## src/radio_cfg.svh

```systemverilog
/*
  Radio TX core configuration: register map, version word,
  byte FIFO depth and key timing
*/
`ifndef RADIO_CFG_SVH
`define RADIO_CFG_SVH

// Register map, byte addresses
`define RADIO_AXI_AW        4
`define RADIO_REG_VERSION   4'h0
`define RADIO_REG_CONTROL   4'h4
`define RADIO_REG_TX_IQ     4'h8
`define RADIO_REG_STATUS    4'hC

// Version word fields
`define RADIO_VERSION_MAJOR 8'd73
`define RADIO_VERSION_MINOR 8'd2
`define RADIO_FPGA_TYPE     2'd2

// Byte FIFO depth, power of two
`define RADIO_DSIQ_DEPTH    16

// Key timing in clk_internal cycles
`define RADIO_KEY_DEBOUNCE  8
`define RADIO_KEY_HANG      32

`endif

```

## src/radio_pkg.sv

```systemverilog
/*
  Shared types of the radio TX core: bus words, register map, FSM states
*/
`include "radio_cfg.svh"

package radio_pkg;

  typedef logic [`RADIO_AXI_AW-1:0] axi_addr_t;
  typedef logic [31:0]              iq_word_t;
  typedef logic [7:0]               iq_byte_t;

  typedef enum logic [`RADIO_AXI_AW-1:0] {
    REG_VERSION = `RADIO_REG_VERSION,
    REG_CONTROL = `RADIO_REG_CONTROL,
    REG_TX_IQ   = `RADIO_REG_TX_IQ,
    REG_STATUS  = `RADIO_REG_STATUS
  } reg_addr_e;

  // IQ serializer, idle or writing four bytes
  typedef enum logic {
    SER_START,
    SER_TX_DATA
  } ser_state_e;

  typedef enum logic [1:0] {
    KEY_IDLE,
    KEY_DEBOUNCE,
    KEY_KEYED,
    KEY_HANG
  } key_state_e;

endpackage

```

## src/cmd_regs.sv

```systemverilog
/*
  Command register file on AXI4-Lite: control bits, version and status,
  and the IQ sample port with back-pressure from the serializer
*/
`timescale 1ns/1ps
`include "radio_cfg.svh"

module cmd_regs
  import radio_pkg::*;
(
  input  logic        clk_internal,
  input  logic        rst_n,
  input  axi_addr_t   s_axi_awaddr,
  input  logic        s_axi_awvalid,
  output logic        s_axi_awready,
  input  logic [31:0] s_axi_wdata,
  input  logic [3:0]  s_axi_wstrb,
  input  logic        s_axi_wvalid,
  output logic        s_axi_wready,
  output logic [1:0]  s_axi_bresp,
  output logic        s_axi_bvalid,
  input  logic        s_axi_bready,
  input  axi_addr_t   s_axi_araddr,
  input  logic        s_axi_arvalid,
  output logic        s_axi_arready,
  output logic [31:0] s_axi_rdata,
  output logic [1:0]  s_axi_rresp,
  output logic        s_axi_rvalid,
  input  logic        s_axi_rready,
  input  logic        iq_room,
  input  logic [4:0]  fifo_count,
  input  logic        tx_on,
  output logic        run,
  output logic        ptt,
  output logic        cwx_enable,
  output logic        iq_push,
  output logic [31:0] iq_word
);

  reg_addr_e   wr_addr;
  reg_addr_e   rd_addr;
  logic        wr_ready;
  logic        wr_take;
  logic        wr_fire;
  logic        ar_ready;
  logic        rd_fire;
  logic [2:0]  ctrl_q;
  logic [31:0] rd_mux;

  assign wr_addr = reg_addr_e'(s_axi_awaddr);
  assign rd_addr = reg_addr_e'(s_axi_araddr);

  // --------------------------------------------------
  // Write channel, AW and W taken together
  // --------------------------------------------------
  // IQ writes stall until the serializer has room for four bytes
  assign wr_take = s_axi_awvalid && s_axi_wvalid && !wr_ready && !s_axi_bvalid &&
                   ((wr_addr != REG_TX_IQ) || iq_room);
  assign wr_fire = wr_ready && s_axi_awvalid && s_axi_wvalid;

  assign s_axi_awready = wr_ready;
  assign s_axi_wready  = wr_ready;
  assign s_axi_bresp   = 2'b00;

  always_ff @(posedge clk_internal or negedge rst_n) begin
    if (!rst_n) begin
      wr_ready     <= 1'b0;
      s_axi_bvalid <= 1'b0;
      iq_push      <= 1'b0;
      ctrl_q       <= 3'd0;
    end else begin
      wr_ready <= wr_take;
      iq_push  <= wr_fire && (wr_addr == REG_TX_IQ);
      if (wr_fire) begin
        s_axi_bvalid <= 1'b1;
      end else if (s_axi_bready) begin
        s_axi_bvalid <= 1'b0;
      end
      // Control bits all live in byte lane 0
      if (wr_fire && (wr_addr == REG_CONTROL) && s_axi_wstrb[0]) begin
        ctrl_q <= s_axi_wdata[2:0];
      end
    end
  end

  always_ff @(posedge clk_internal) begin
    if (wr_fire && (wr_addr == REG_TX_IQ)) begin
      iq_word <= s_axi_wdata;
    end
  end

  assign run        = ctrl_q[0];
  assign ptt        = ctrl_q[1];
  assign cwx_enable = ctrl_q[2];

  // --------------------------------------------------
  // Read channel
  // --------------------------------------------------
  always_comb begin
    case (rd_addr)
      REG_VERSION: rd_mux = {14'd0, `RADIO_FPGA_TYPE, `RADIO_VERSION_MAJOR, `RADIO_VERSION_MINOR};
      REG_CONTROL: rd_mux = {29'd0, ctrl_q};
      REG_STATUS:  rd_mux = {23'd0, tx_on, 3'd0, fifo_count};
      default:     rd_mux = 32'd0;
    endcase
  end

  assign rd_fire       = ar_ready && s_axi_arvalid;
  assign s_axi_arready = ar_ready;
  assign s_axi_rresp   = 2'b00;

  always_ff @(posedge clk_internal or negedge rst_n) begin
    if (!rst_n) begin
      ar_ready     <= 1'b0;
      s_axi_rvalid <= 1'b0;
    end else begin
      ar_ready <= s_axi_arvalid && !ar_ready && !s_axi_rvalid;
      if (rd_fire) begin
        s_axi_rvalid <= 1'b1;
      end else if (s_axi_rready) begin
        s_axi_rvalid <= 1'b0;
      end
    end
  end

  always_ff @(posedge clk_internal) begin
    if (rd_fire) begin
      s_axi_rdata <= rd_mux;
    end
  end

  // Room seen at acceptance must still hold when the push reaches the serializer
  assert property (@(posedge clk_internal) disable iff (!rst_n)
    iq_push |-> iq_room);

endmodule

```

## src/iq_serializer.sv

```systemverilog
/*
  IQ serializer: splits each sample MSB first into a byte FIFO
  while push-to-talk or CW is enabled
*/
`timescale 1ns/1ps
`include "radio_cfg.svh"

module iq_serializer
  import radio_pkg::*;
(
  input  logic        clk_internal,
  input  logic        rst_n,
  input  logic        iq_push,
  input  logic [31:0] iq_word,
  input  logic        ptt,
  input  logic        cwx_enable,
  input  logic        byte_ready,
  output logic        iq_room,
  output logic [4:0]  fifo_count,
  output logic [7:0]  byte_data,
  output logic        byte_valid,
  output logic        byte_last
);

  localparam int DEPTH = `RADIO_DSIQ_DEPTH;
  localparam int PTR_W = $clog2(DEPTH);
  localparam logic [PTR_W:0] ROOM_MAX = (PTR_W + 1)'(DEPTH - 4);

  ser_state_e       state;
  logic [1:0]       byte_idx;
  logic [31:0]      word_q;
  iq_byte_t         wr_byte;
  logic             wr_en;
  logic             rd_en;
  logic [8:0]       mem [DEPTH];
  logic [PTR_W-1:0] wr_ptr;
  logic [PTR_W-1:0] rd_ptr;
  logic [PTR_W:0]   count;

  // --------------------------------------------------
  // Byte split FSM
  // --------------------------------------------------
  always_ff @(posedge clk_internal or negedge rst_n) begin
    if (!rst_n) begin
      state    <= SER_START;
      byte_idx <= 2'd3;
    end else begin
      case (state)
        SER_START: begin
          byte_idx <= 2'd3;
          // Samples outside PTT or CW are dropped here
          if (iq_push && (ptt || cwx_enable)) begin
            state <= SER_TX_DATA;
          end
        end
        SER_TX_DATA: begin
          byte_idx <= byte_idx - 2'd1;
          if (byte_idx == 2'd0) begin
            state <= SER_START;
          end
        end
        default: state <= SER_START;
      endcase
    end
  end

  always_ff @(posedge clk_internal) begin
    if ((state == SER_START) && iq_push) begin
      word_q <= iq_word;
    end
  end

  assign wr_en   = (state == SER_TX_DATA);
  assign wr_byte = word_q[8*byte_idx +: 8];

  // --------------------------------------------------
  // Circular byte FIFO, bit 8 flags the last byte
  // --------------------------------------------------
  assign rd_en = byte_valid && byte_ready;

  always_ff @(posedge clk_internal or negedge rst_n) begin
    if (!rst_n) begin
      wr_ptr <= '0;
      rd_ptr <= '0;
      count  <= '0;
    end else begin
      if (wr_en) begin
        wr_ptr <= wr_ptr + 1'b1;
      end
      if (rd_en) begin
        rd_ptr <= rd_ptr + 1'b1;
      end
      case ({wr_en, rd_en})
        2'b10:   count <= count + 1'b1;
        2'b01:   count <= count - 1'b1;
        default: count <= count;
      endcase
    end
  end

  always_ff @(posedge clk_internal) begin
    if (wr_en) begin
      mem[wr_ptr] <= {(byte_idx == 2'd0), wr_byte};
    end
  end

  assign byte_valid = (count != '0);
  assign byte_data  = mem[rd_ptr][7:0];
  assign byte_last  = mem[rd_ptr][8];
  assign fifo_count = count;
  assign iq_room    = (state == SER_START) && (count <= ROOM_MAX);

  // Relies on cmd_regs holding writes back until four bytes are free
  assert property (@(posedge clk_internal) disable iff (!rst_n)
    wr_en |-> (count < DEPTH));
  // Equal pointers mean empty unless the count says full
  assert property (@(posedge clk_internal) disable iff (!rst_n)
    rd_en |-> ((wr_ptr != rd_ptr) || count[PTR_W]));

endmodule

```

## src/radio_tx_core.sv

```systemverilog
/*
  Radio TX core top: command registers, IQ serializer, keyer, assembler
*/
`timescale 1ns/1ps

module radio_tx_core
  import radio_pkg::*;
(
  input  logic        clk_internal,
  input  logic        rst_n,
  input  axi_addr_t   s_axi_awaddr,
  input  logic        s_axi_awvalid,
  output logic        s_axi_awready,
  input  logic [31:0] s_axi_wdata,
  input  logic [3:0]  s_axi_wstrb,
  input  logic        s_axi_wvalid,
  output logic        s_axi_wready,
  output logic [1:0]  s_axi_bresp,
  output logic        s_axi_bvalid,
  input  logic        s_axi_bready,
  input  axi_addr_t   s_axi_araddr,
  input  logic        s_axi_arvalid,
  output logic        s_axi_arready,
  output logic [31:0] s_axi_rdata,
  output logic [1:0]  s_axi_rresp,
  output logic        s_axi_rvalid,
  input  logic        s_axi_rready,
  input  logic        io_phone_tip,
  output logic [31:0] tx_iq_data,
  output logic        tx_cw,
  output logic        tx_iq_valid,
  input  logic        tx_iq_ready,
  output logic        cw_on
);

  logic        run;
  logic        ptt;
  logic        cwx_enable;
  logic        iq_push;
  logic [31:0] iq_word;
  logic        iq_room;
  logic [4:0]  fifo_count;
  logic        tx_on;
  logic [7:0]  byte_data;
  logic        byte_valid;
  logic        byte_ready;
  logic        byte_last;

  // --------------------------------------------------
  // Host side
  // --------------------------------------------------
  cmd_regs cmd_regs_i (
    .clk_internal  (clk_internal),
    .rst_n         (rst_n),
    .s_axi_awaddr  (s_axi_awaddr),
    .s_axi_awvalid (s_axi_awvalid),
    .s_axi_awready (s_axi_awready),
    .s_axi_wdata   (s_axi_wdata),
    .s_axi_wstrb   (s_axi_wstrb),
    .s_axi_wvalid  (s_axi_wvalid),
    .s_axi_wready  (s_axi_wready),
    .s_axi_bresp   (s_axi_bresp),
    .s_axi_bvalid  (s_axi_bvalid),
    .s_axi_bready  (s_axi_bready),
    .s_axi_araddr  (s_axi_araddr),
    .s_axi_arvalid (s_axi_arvalid),
    .s_axi_arready (s_axi_arready),
    .s_axi_rdata   (s_axi_rdata),
    .s_axi_rresp   (s_axi_rresp),
    .s_axi_rvalid  (s_axi_rvalid),
    .s_axi_rready  (s_axi_rready),
    .iq_room       (iq_room),
    .fifo_count    (fifo_count),
    .tx_on         (tx_on),
    .run           (run),
    .ptt           (ptt),
    .cwx_enable    (cwx_enable),
    .iq_push       (iq_push),
    .iq_word       (iq_word)
  );

  // --------------------------------------------------
  // Transmit path
  // --------------------------------------------------
  iq_serializer iq_serializer_i (
    .clk_internal (clk_internal),
    .rst_n        (rst_n),
    .iq_push      (iq_push),
    .iq_word      (iq_word),
    .ptt          (ptt),
    .cwx_enable   (cwx_enable),
    .byte_ready   (byte_ready),
    .iq_room      (iq_room),
    .fifo_count   (fifo_count),
    .byte_data    (byte_data),
    .byte_valid   (byte_valid),
    .byte_last    (byte_last)
  );

  tx_keyer tx_keyer_i (
    .clk_internal (clk_internal),
    .rst_n        (rst_n),
    .io_phone_tip (io_phone_tip),
    .run          (run),
    .ptt          (ptt),
    .cwx_enable   (cwx_enable),
    .tx_on        (tx_on),
    .cw_on        (cw_on)
  );

  tx_assembler tx_assembler_i (
    .clk_internal (clk_internal),
    .rst_n        (rst_n),
    .byte_data    (byte_data),
    .byte_valid   (byte_valid),
    .byte_last    (byte_last),
    .cwx_enable   (cwx_enable),
    .tx_on        (tx_on),
    .tx_iq_ready  (tx_iq_ready),
    .byte_ready   (byte_ready),
    .tx_iq_data   (tx_iq_data),
    .tx_cw        (tx_cw),
    .tx_iq_valid  (tx_iq_valid)
  );

endmodule

```

## src/tx_assembler.sv

```systemverilog
/*
  TX assembler: rebuilds IQ words from FIFO bytes, adds the CW flag
  and releases words toward the DAC side while transmitting
*/
`timescale 1ns/1ps

module tx_assembler
  import radio_pkg::*;
(
  input  logic        clk_internal,
  input  logic        rst_n,
  input  logic [7:0]  byte_data,
  input  logic        byte_valid,
  input  logic        byte_last,
  input  logic        cwx_enable,
  input  logic        tx_on,
  input  logic        tx_iq_ready,
  output logic        byte_ready,
  output logic [31:0] tx_iq_data,
  output logic        tx_cw,
  output logic        tx_iq_valid
);

  iq_word_t word_q;
  logic     held;
  logic     cw_acc;
  logic     cw_q;
  logic     valid_q;
  logic     pop;
  logic     last_pop;
  logic     xfer;

  // No pops while a finished word waits
  assign byte_ready = !held;
  assign pop        = byte_valid && byte_ready;
  assign last_pop   = pop && byte_last;
  assign xfer       = valid_q && tx_iq_ready;

  // MSB arrives first
  always_ff @(posedge clk_internal) begin
    if (pop) begin
      word_q <= {word_q[23:0], byte_data};
    end
  end

  always_ff @(posedge clk_internal or negedge rst_n) begin
    if (!rst_n) begin
      held    <= 1'b0;
      cw_acc  <= 1'b0;
      cw_q    <= 1'b0;
      valid_q <= 1'b0;
    end else begin
      if (last_pop) begin
        held   <= 1'b1;
        cw_acc <= 1'b0;
        cw_q   <= (cw_acc | byte_data[0]) & cwx_enable;
      end else if (pop) begin
        cw_acc <= cw_acc | byte_data[0];
      end
      // Once raised, valid stays up until taken even if tx_on drops
      if (xfer) begin
        held    <= 1'b0;
        valid_q <= 1'b0;
      end else if (tx_on && (held || last_pop)) begin
        valid_q <= 1'b1;
      end
    end
  end

  assign tx_iq_data  = word_q;
  assign tx_cw       = cw_q;
  assign tx_iq_valid = valid_q;

  assert property (@(posedge clk_internal) disable iff (!rst_n)
    tx_iq_valid && !tx_iq_ready |=> tx_iq_valid && $stable(tx_iq_data) && $stable(tx_cw));

endmodule

```

## src/tx_keyer.sv

```systemverilog
/*
  Transmit keyer: debounces the key, holds a hang time after release
  and decides tx_on and cw_on
*/
`timescale 1ns/1ps
`include "radio_cfg.svh"

module tx_keyer
  import radio_pkg::*;
(
  input  logic clk_internal,
  input  logic rst_n,
  input  logic io_phone_tip,
  input  logic run,
  input  logic ptt,
  input  logic cwx_enable,
  output logic tx_on,
  output logic cw_on
);

  localparam int CNT_W = $clog2(`RADIO_KEY_HANG + `RADIO_KEY_DEBOUNCE);
  localparam logic [CNT_W-1:0] DEB_LAST  = CNT_W'(`RADIO_KEY_DEBOUNCE - 1);
  localparam logic [CNT_W-1:0] HANG_LAST = CNT_W'(`RADIO_KEY_HANG - 1);

  key_state_e       state;
  logic [1:0]       key_sync;
  logic             key_down;
  logic [CNT_W-1:0] cnt;
  logic             keyed;

  // Key line idles high, so the synchronizer resets to released
  always_ff @(posedge clk_internal or negedge rst_n) begin
    if (!rst_n) begin
      key_sync <= 2'b11;
    end else begin
      key_sync <= {key_sync[0], io_phone_tip};
    end
  end

  assign key_down = !key_sync[1];

  always_ff @(posedge clk_internal or negedge rst_n) begin
    if (!rst_n) begin
      state <= KEY_IDLE;
      cnt   <= '0;
    end else begin
      case (state)
        KEY_IDLE: begin
          // First low sample already counts toward the debounce
          if (key_down) begin
            state <= KEY_DEBOUNCE;
            cnt   <= CNT_W'(1);
          end
        end
        KEY_DEBOUNCE: begin
          if (!key_down) begin
            state <= KEY_IDLE;
          end else if (cnt == DEB_LAST) begin
            state <= KEY_KEYED;
          end else begin
            cnt <= cnt + 1'b1;
          end
        end
        KEY_KEYED: begin
          if (!key_down) begin
            state <= KEY_HANG;
            cnt   <= '0;
          end
        end
        KEY_HANG: begin
          if (key_down) begin
            state <= KEY_KEYED;
          end else if (cnt == HANG_LAST) begin
            state <= KEY_IDLE;
          end else begin
            cnt <= cnt + 1'b1;
          end
        end
        default: state <= KEY_IDLE;
      endcase
    end
  end

  assign keyed = (state == KEY_KEYED) || (state == KEY_HANG);

  always_ff @(posedge clk_internal or negedge rst_n) begin
    if (!rst_n) begin
      tx_on <= 1'b0;
      cw_on <= 1'b0;
    end else begin
      tx_on <= run && (ptt || keyed);
      cw_on <= keyed && cwx_enable;
    end
  end

endmodule

```

## config.mk

```make
export PLATFORM = sky130hd
export DESIGN_NAME = radio_tx_core
export DESIGN_NICKNAME = d
export VERILOG_FILES = /design/src/radio_pkg.sv /design/src/cmd_regs.sv /design/src/iq_serializer.sv /design/src/radio_tx_core.sv /design/src/tx_assembler.sv /design/src/tx_keyer.sv
export VERILOG_INCLUDE_DIRS = /design/src /design/src/src
export SDC_FILE = /design/constraint.sdc
export NUM_CORES = 1
export LEC_CHECK = 0
export BUFFER_PORTS_ARGS = -buffer_cell sky130_fd_sc_hd__buf_2
export CAP_MARGIN = 0
export CORE_ASPECT_RATIO = 0.5
export CORE_MARGIN = 1.5
export CORE_UTILIZATION = 40
export DETAILED_ROUTE_END_ITERATION = 6
export PLACE_DENSITY = 0.62
export RECOVER_POWER = 25
export SLEW_MARGIN = 20
export SYNTH_ARGS = -nofsm -noshare
export SYNTH_HDL_FRONTEND = slang
export SYNTH_SLANG_ARGS = --single-unit
export TNS_END_PERCENT = 1
```

## constraint.sdc

```tcl
create_clock -name clk_internal -period 3.7 [get_ports clk_internal]
set_clock_uncertainty 0.2 [all_clocks]
set_input_delay 0.37 -clock clk_internal [delete_from_list [all_inputs] [get_ports clk_internal]]
set_output_delay 0.37 -clock clk_internal [all_outputs]
set_load 0.005 [all_outputs]
```

==> impl_metrics.sql, run 1 <==
INSERT INTO impl_metrics (metric_group, metric, value, unit) VALUES
('power', 'power.switching', '2100', 'µW'),
('synthesis', 'synthesis.area', '0.0111', 'mm²'),
('placement', 'hpwlAfterDp', '12.9', 'mm'),
('floorplan', 'core', '0.0269', 'mm²'),
('job', 'cap_violations', '1', ''),
('synthesis', 'synth_top_cell_area_share', '66.8', '%'),
('grt', 'grt_max_degree', '43', ''),
('clocking', 'clockBufferDepth', '3', ''),
('final_layout', 'nFillCells', '2229', ''),
('outcome', 'status', 'finished with violations', ''),
('power', 'power.share.switching', '24.7', '%'),
('detailed_routing', 'detail_route.wl_per_cell', '18.7', 'µm'),
('grt', 'groute.layer.met2.usage', '23.5', '%'),
('grt', 'first_global_vias', '5630', ''),
('critical_path', 'worstSetupStartpointType', 'input port', ''),
('timing', 'rsz_0062_raised_after_global_routing', 'false', ''),
('power', 'pwr-share-clk', '34.9', '%'),
('timing', 'maxClockFrequency', '0.372', 'GHz'),
('grt', 'met3_usage', '2.79', '%'),
('synthesis', 'syn_inst', '574', ''),
('timing', 'finalHoldViolCount', '0', ''),
('detailed_routing', 'detail_route.iter0.violations', '430', ''),
('hold_path', 'worst_hold_path_type', 'in2reg', ''),
('final_layout', 'post_route_cells_drive_above_1_share', '28.9', '%'),
('final_layout', 'final_design_area_no_fill', '0.0134', 'mm²'),
('final_layout', 'antenna_cells_inserted', '0', ''),
('timing', 'final_max_slew_viols', '41', ''),
('clocking', 'tritoncts_clock_tree', 'built', ''),
('synthesis', 'syn-mean-instance-area', '19.3', 'µm²'),
('critical_path', 'cp-end-kind', 'asynchronous set/reset pin', ''),
('grt', 'antenna_found_initial', '0', ''),
('grt', 'grt-ovfl-total', '0', ''),
('grt', 'grt_first_pass_wirelength', '32.5', 'mm'),
('critical_path', 'crit_path_cell_trace', 'dlygate4sd3_1 > clkbuf_1', ''),
('synthesis', 'synth-async-reset-ratio', '13.9', '%'),
('detailed_routing', 'antenna_violation_net_count_after_detailed_routing', '0', ''),
('power', 'leakagePower', '0.00481', 'µW'),
('critical_path', 'path_buf_inv', '2', ''),
('synthesis', 'ys_dominant_reg_cell', 'sky130_fd_sc_hd__edfxtp_1', ''),
('synthesis', 'synth_top_cells_by_count', 'sky130_fd_sc_hd__edfxtp_1 (247), sky130_fd_sc_hd__mux4_2 (48), sky130_fd_sc_hd__dfrtp_1 (36)', ''),
('clocking', 'cts_sinks', '287', ''),
('detailed_routing', 'routed_wl', '21.1', 'mm'),
('clocking', 'worst_skew_pair.late_latency', '0.54', 'ns'),
('power', 'power-per-cell-area', '638', 'mW/mm²'),
('clocking', 'clock_tree.root_cell', 'sky130_fd_sc_hd__clkbuf_16', ''),
('power', 'power.share.combinational', '17.2', '%'),
('floorplan', 'floorplan.initialDensity', '41.3', '%'),
('clocking', 'cts-resized-gates', '0', ''),
('synthesis', 'synth.ff_latch_count', '287', ''),
('detailed_routing', 'routed_via_density', '4.91', ''),
('power', 'worst_ir_drop_vdd', '363', 'µV'),
('clocking', 'postCtsSetupRepairBufs', '0', ''),
('synthesis', 'ys_types', '55', ''),
('detailed_routing', 'drt-pass1-iter-count', '5', ''),
('grt', 'grt.met1_usage', '21.5', '%'),
('critical_path', 'worst-r2r-setup-slack', '1.04', 'ns'),
('floorplan', 'io_pins', '129', ''),
('clocking', 'ctsHoldBuffers', '44', ''),
('grt', 'track_usage', '15.0', '%'),
('critical_path', 'critical_path_required', '3.50', 'ns'),
('timing', 'slew_headroom', '-50.2', '%'),
('critical_path', 'setup.worst_path.class', 'in2async', ''),
('timing', 'fin_crit', '2.69', 'ns'),
('final_layout', 'areaGrowthSynthToFinish', '20.3', '%'),
('critical_path', 'max_stage_delay', '1.59', 'ns'),
('placement', 'port_buffers', '98', ''),
('outcome', 'violations', 'capacitance limit, slew limit', ''),
('timing', 'setup_violations', '0', ''),
('synthesis', 'synth_edf_count', '247', ''),
('synthesis', 'synth_most_common_cell', 'sky130_fd_sc_hd__edfxtp_1', ''),
('placement', 'gpl.final_weighted_congestion', '0.734', '');
sequential cells by signal (all words and copies together), names as in the netlist, 2 cells and up, named ones only:
name / count
iq_serializer_i.mem: 144
cmd_regs_i.ctrl_q: 3
cmd_regs_i.s_axi_rdata: 7
tx_assembler_i.tx_iq_data: 32
cmd_regs_i.iq_word: 32
iq_serializer_i.rd_ptr: 4
iq_serializer_i.byte_idx: 2
iq_serializer_i.fifo_count: 5
tx_keyer_i.key_sync: 2
iq_serializer_i.wr_ptr: 4
iq_serializer_i.word_q: 32
tx_keyer_i.cnt: 6
cells by family (layout without fill, tap and decap cells):
kind of cell / count (synthesis) / in the layout / synth area share (%)
flops: 287 / 287 / 75.9
simple gates: 90 / 90 / 3.94
mux: 66 / 66 / 11.7
buf+inv: 64 / 219 / 3.59
compound gates: 42 / 42 / 2.59
xor+xnor: 14 / 14 / 1.10
fa+ha+maj: 10 / 10 / 1.13
other cells: 1 / 27 / 0.0338
routing by layer:
layer  wire (µm)  vias up
li1            -     2506
met1        9950     2881
met2        9920      125
met3         837       28
met4         404        0
met5           0        -
metrics by stage:
step           setup WS, ns  instances  utilization (%)
3_3_place_gp          0.966       1039             44.6
6_report               1.01       1129             49.7
4_1_cts               0.976       1129             49.7
5_1_grt               0.419       1129             49.7
2_1_floorplan        0.0884        600                -
3_5_place_dp          0.965       1039             44.6
area by class of cell:
| cell class | instances | area [µm²] | area share, % |
|---|---|---|---|
| Clock buffer | 29 | 683 | 5.12 |
| Clock inverter | 17 | 259 | 1.94 |
| Inverter | 12 | 45.0 | 0.337 |
| Multi-Input combinational cell | 249 | 2410 | 18.0 |
| Sequential cell | 287 | 8420 | 63.1 |
| Tap cell | 374 | 468 | 3.50 |
| Timing Repair Buffer | 161 | 1060 | 7.97 |
cells in the final DEF, fill, tap and decap left out, types with 4 or more instances in the layout:
cell type                       Yosys  routed
sky130_fd_sc_hd__a21oi_1            6       6
sky130_fd_sc_hd__a22o_1             5       5
sky130_fd_sc_hd__a31oi_1            4       4
sky130_fd_sc_hd__and2_0             0       4
sky130_fd_sc_hd__buf_2              2      90
sky130_fd_sc_hd__buf_4             31      19
sky130_fd_sc_hd__bufinv_16          0       7
sky130_fd_sc_hd__clkbuf_1          13       9
sky130_fd_sc_hd__clkbuf_16          0      27
sky130_fd_sc_hd__clkinv_1           0       5
sky130_fd_sc_hd__conb_1             1      27
sky130_fd_sc_hd__dfrtp_1           36      35
sky130_fd_sc_hd__dlygate4sd3_1      0      44
sky130_fd_sc_hd__edfxtp_1         247     247
sky130_fd_sc_hd__ha_1              10      10
sky130_fd_sc_hd__inv_1             11      11
sky130_fd_sc_hd__mux2_1             4       4
sky130_fd_sc_hd__mux2_2             4       4
sky130_fd_sc_hd__mux2i_1            8       8
sky130_fd_sc_hd__mux4_2            48      48
sky130_fd_sc_hd__nand2_1           25      25
sky130_fd_sc_hd__nand2b_1           5       5
sky130_fd_sc_hd__nand3_1            5       5
sky130_fd_sc_hd__nor2_1            27      25
sky130_fd_sc_hd__o21ai_0            7       8
sky130_fd_sc_hd__o21ai_1            5       4
sky130_fd_sc_hd__xnor2_1            5       5
sky130_fd_sc_hd__xor2_1             9       9
power by group through the flow:
| stage | logic (µW) | registers (µW) | clock network [µW] |
|---|---|---|---|
| finish | 1460 | 4080 | 2970 |
| CTS | 1490 | 4090 | 3050 |
| detailed placement | 1450 | 4160 | 0 |
| global route | 1600 | 4130 | 3180 |
| floorplan | 1180 | 4010 | 0 |
| global placement | 1420 | 4160 | 0 |
worst min-delay path: stages:
cell,delay [ns]
sky130_fd_sc_hd__buf_2,0.10
sky130_fd_sc_hd__nand3_1,0.16
sky130_fd_sc_hd__o21ai_0,0.12
path summary, 6_finish.rpt:
| check | from | depth (start not counted) | endpoint |
|---|---|---|---|
| max in group clk_internal | iq_serializer_i.rd_ptr[0]$_DFFE_PN0N_ | 6 | tx_assembler_i.tx_iq_valid$_DFFE_PN0P_ |
| min in group asynchronous | rst_n | 2 | tx_assembler_i.cw_acc$_DFFE_PN0P_ |
| setup reg to reg | iq_serializer_i.rd_ptr[0]$_DFFE_PN0N_ | 6 | tx_assembler_i.tx_iq_valid$_DFFE_PN0P_ |
| setup / recovery | rst_n | 2 | iq_serializer_i.rd_ptr[0]$_DFFE_PN0N_ |
| hold / removal | s_axi_wvalid | 3 | cmd_regs_i.s_axi_bvalid$_DFFE_PN0P_ |
| hold reg to reg | tx_keyer_i.key_sync[0]$_DFF_PN1_ | 0 | tx_keyer_i.key_sync[1]$_DFF_PN1_ |
Note: power is estimated with default switching activity, not from simulation.
==> run 2: changes to the inputs <==
PLACE_DENSITY = 0.6   (was 0.62)
clock period = 2.8 ns   (was 3.7 ns; I/O delays follow)
==> run 2 against run 1 <==
  * The run still ends with capacitance limit, slew limit left
  * Die area did not move
  * Hold slack worse by 0.011 ns
  * Cell count increased by 1.2%
  * Via count increased by 0.72%
  * Critical path type is now reg2reg
  * Critical endpoint is now iq_serializer_i.fifo_count[4]$_DFFE_PN0P_
  * Largest cell class unchanged
==> impl_metrics.sql, run 2 (same netlist as run 1, synthesis figures left out) <==
INSERT INTO impl_metrics (metric_group, metric, value, unit) VALUES
('power', 'seqPwrFrac', '48.4', '%'),
('grt', 'first_global_vias', '5774', ''),
('placement', 'hpwlAfterDp', '13.1', 'mm'),
('grt', 'grt_first_pass_wirelength', '32.6', 'mm'),
('final_layout', 'layout.nets', '812', ''),
('final_layout', 'layout.cells.most_common', 'sky130_fd_sc_hd__edfxtp_1', ''),
('grt', 'antenna_found_initial', '0', ''),
('placement', 'port_buffers', '98', ''),
('final_layout', 'final_design_area_no_fill', '0.0134', 'mm²'),
('floorplan', 'core', '0.0269', 'mm²'),
('grt', 'top_usage_layer', 'met2', ''),
('critical_path', 'crit_arrival', '2.64', 'ns'),
('clocking', 'clockBufferDepth', '3', ''),
('placement', 'detailedPlace.worstSlack', '0.422', 'ns'),
('power', 'cellInternalPower', '8260', 'µW'),
('critical_path', 'timing.rr.end', 'iq_serializer_i.fifo_count[4]$_DFFE_PN0P_', ''),
('floorplan', 'die-width', '239', 'µm'),
('clocking', 'cts-resized-gates', '0', ''),
('placement', 'postPlaceCellArea', '0.0120', 'mm²'),
('clocking', 'ctsHoldBuffers', '50', ''),
('detailed_routing', 'route.vias.total', '5580', ''),
('critical_path', 'cp-endpoint', 'iq_serializer_i.fifo_count[4]$_DFFE_PN0P_', ''),
('floorplan', 'dieHeight', '121', 'µm'),
('critical_path', 'worst_reg2reg_path_depth', '10', ''),
('clocking', 'path_clk_slew', '0.06', 'ns'),
('critical_path', 'setup.worst_path.start', 'iq_serializer_i.fifo_count[2]$_DFFE_PN0P_', ''),
('detailed_routing', 'route.detailed.drc', '0', ''),
('critical_path', 'worst-r2r-setup-slack', '0.43', 'ns'),
('floorplan', 'floorplan.initialDensity', '41.3', '%'),
('power', 'power.share.switching', '25.3', '%'),
('timing', 'tightest_slew', '1.50', 'ns'),
('hold_path', 'worst_hold_path_type', 'in2reg', ''),
('detailed_routing', 'detail_route.iter0.violations', '356', ''),
('final_layout', 'registers.top_by_ff_count', 'iq_serializer_i.mem', ''),
('timing', 'setup_violations', '0', ''),
('final_layout', 'area_taken_by_flip_flops_and_latches', '0.00843', 'mm²'),
('grt', 'track_usage', '15.0', '%'),
('timing', 'final.setup.worst_slack', '0.428', 'ns'),
('timing', 'fin_crit', '2.37', 'ns'),
('timing', 'final.period_utilization', '84.7', '%'),
('outcome', 'violations', 'capacitance limit, slew limit', ''),
('grt', 'grt.met1_usage', '20.2', '%'),
('clocking', 'cts_max_level', '1', ''),
('final_layout', 'post_route_cells_drive_above_1_share', '30.0', '%'),
('final_layout', 'areaGrowthSynthToFinish', '20.8', '%'),
('grt', 'groute.layer.met2.usage', '25.3', '%'),
('clocking', 'cts_sinks', '287', ''),
('grt', 'grt-ovfl-total', '0', ''),
('timing', 'slew_headroom', '-0.193', '%'),
('final_layout', 'nFillCells', '2203', ''),
('clocking', 'clock_tree.root_cell', 'sky130_fd_sc_hd__clkbuf_16', ''),
('critical_path', 'worstSetupStartpointType', 'flop', ''),
('floorplan', 'floorplan.die_area', '0.0288', 'mm²'),
('power', 'worst_ir_drop_vdd', '506', 'µV'),
('grt', 'grt_max_degree', '42', ''),
('critical_path', 'cp-end-kind', 'flop', ''),
('clocking', 'tritoncts_clock_tree', 'built', ''),
('detailed_routing', 'antenna_violation_net_count_after_detailed_routing', '0', ''),
('detailed_routing', 'detail_route.wl_per_cell', '18.5', 'µm'),
('outcome', 'status', 'finished with violations', ''),
('job', 'cap_violations', '1', ''),
('timing', 'rsz_0062_raised_after_global_routing', 'false', ''),
('detailed_routing', 'routed_wl', '21.2', 'mm'),
('power', 'power.share.combinational', '18.4', '%'),
('critical_path', 'worst-path-max-fanout', '9', ''),
('detailed_routing', 'drt-pass1-iter-count', '4', ''),
('hold_path', 'holdCritStartpoint', 's_axi_awaddr[2]', ''),
('timing', 'final_max_slew_viols', '26', ''),
('floorplan', 'row_count', '42', ''),
('final_layout', 'multiInputGateArea', '0.00241', 'mm²'),
('final_layout', 'largest_register_ffs', '144', ''),
('power', 'power.total', '11100', 'µW'),
('timing', 'final.setup.tns', '0', 'ns'),
('clocking', 'worst_skew_pair.late_latency', '0.54', 'ns'),
('critical_path', 'critical_path.reg2reg.startpoint', 'iq_serializer_i.fifo_count[2]$_DFFE_PN0P_', ''),
('placement', 'gpl.final_weighted_congestion', '0.786', ''),
('clocking', 'cts_made_buffers', '26', ''),
('critical_path', 'critical_path_required', '3.06', 'ns'),
('floorplan', 'io_pins', '129', ''),
('clocking', 'postCtsSetupRepairBufs', '0', ''),
('power', 'power.switching', '2800', 'µW'),
('final_layout', 'antenna_cells_inserted', '0', ''),
('power', 'pwr-share-clk', '33.2', '%'),
('power', 'power-per-cell-area', '825', 'mW/mm²'),
('grt', 'met3_usage', '3.04', '%'),
('timing', 'finalHoldViolCount', '0', ''),
('critical_path', 'setup.worst_path.class', 'reg2reg', ''),
('timing', 'maxClockFrequency', '0.422', 'GHz'),
('power', 'leakagePower', '0.00484', 'µW'),
('detailed_routing', 'routed_via_density', '4.88', ''),
('final_layout', 'most-common-layout-cells', 'sky130_fd_sc_hd__edfxtp_1 (247), sky130_fd_sc_hd__buf_2 (91), sky130_fd_sc_hd__dlygate4sd3_1 (50)', '');
## run 2: changes by cell type in the layout (fill, tap and decap cells not counted), moves of 4 or more
cell / delta
sky130_fd_sc_hd__clkinv_1: -4
sky130_fd_sc_hd__clkbuf_8: +4
sky130_fd_sc_hd__dlygate4sd3_1: +6
sky130_fd_sc_hd__bufinv_16: -4
## run 2: worst min-delay path by stage
stage,cells past startpoint,end,slack (ns)
6_report,4,cmd_regs_i.s_axi_awready$_DFF_PN0_,0.04
3_5_place_dp,1,iq_serializer_i.rd_ptr[2]$_DFFE_PN0N_,0.14
3_3_place_gp,1,iq_serializer_i.rd_ptr[2]$_DFFE_PN0N_,0.13
5_1_grt,4,cmd_regs_i.ctrl_q[1]$_DFFE_PN0P_,0.06
2_1_floorplan,0,asynchronous set/reset pin,-0.22
4_1_cts,4,cmd_regs_i.s_axi_awready$_DFF_PN0_,0.02
## run 2: critical path: stages (launching register included)
cell	delay [ns]
sky130_fd_sc_hd__dfrtp_1	0.56
sky130_fd_sc_hd__nor3_4	0.08
sky130_fd_sc_hd__a21oi_4	0.17
sky130_fd_sc_hd__ha_2	0.30
sky130_fd_sc_hd__xor2_1	0.18
sky130_fd_sc_hd__ha_2	0.21
sky130_fd_sc_hd__inv_2	0.05
sky130_fd_sc_hd__nor3b_2	0.14
sky130_fd_sc_hd__o21ai_1	0.08
sky130_fd_sc_hd__a21oi_1	0.19
sky130_fd_sc_hd__xor2_1	0.14
## run 2: through the flow
stage | std cells | hold WS (ns) | utilization (%)
floorplan | 600 | -0.216 | -
global placement | 1045 | 0.133 | 44.8
detailed placement | 1045 | 0.136 | 44.8
CTS | 1143 | 0.0184 | 50.0
global route | 1143 | 0.0611 | 50.0
finish | 1143 | 0.0389 | 50.0
## run 2: layout make-up
class                      instances  area share [%]
sequential                       287            62.8
tap                              374            3.49
multi-input combinational        249            18.0
clock inverter                    13            1.09
timing repair buffer             173            8.77
clock buffer                      35            5.56
inverter                          12           0.336
## run 2: power by group through the flow
stage / Clock [µW] / Combinational, µW / Sequential, µW
2_1_floorplan: 0 / 1620 / 5300
4_1_cts: 3760 / 2090 / 5370
5_1_grt: 3940 / 2230 / 5400
6_report: 3670 / 2040 / 5350
3_3_place_gp: 0 / 1990 / 5450
3_5_place_dp: 0 / 2030 / 5460
## run 2: per-layer routing
metal	vias to the layer above	wire, µm
li1	2534	-
met1	2865	9170
met2	147	10400
met3	34	1210
met4	0	414
met5	-	0
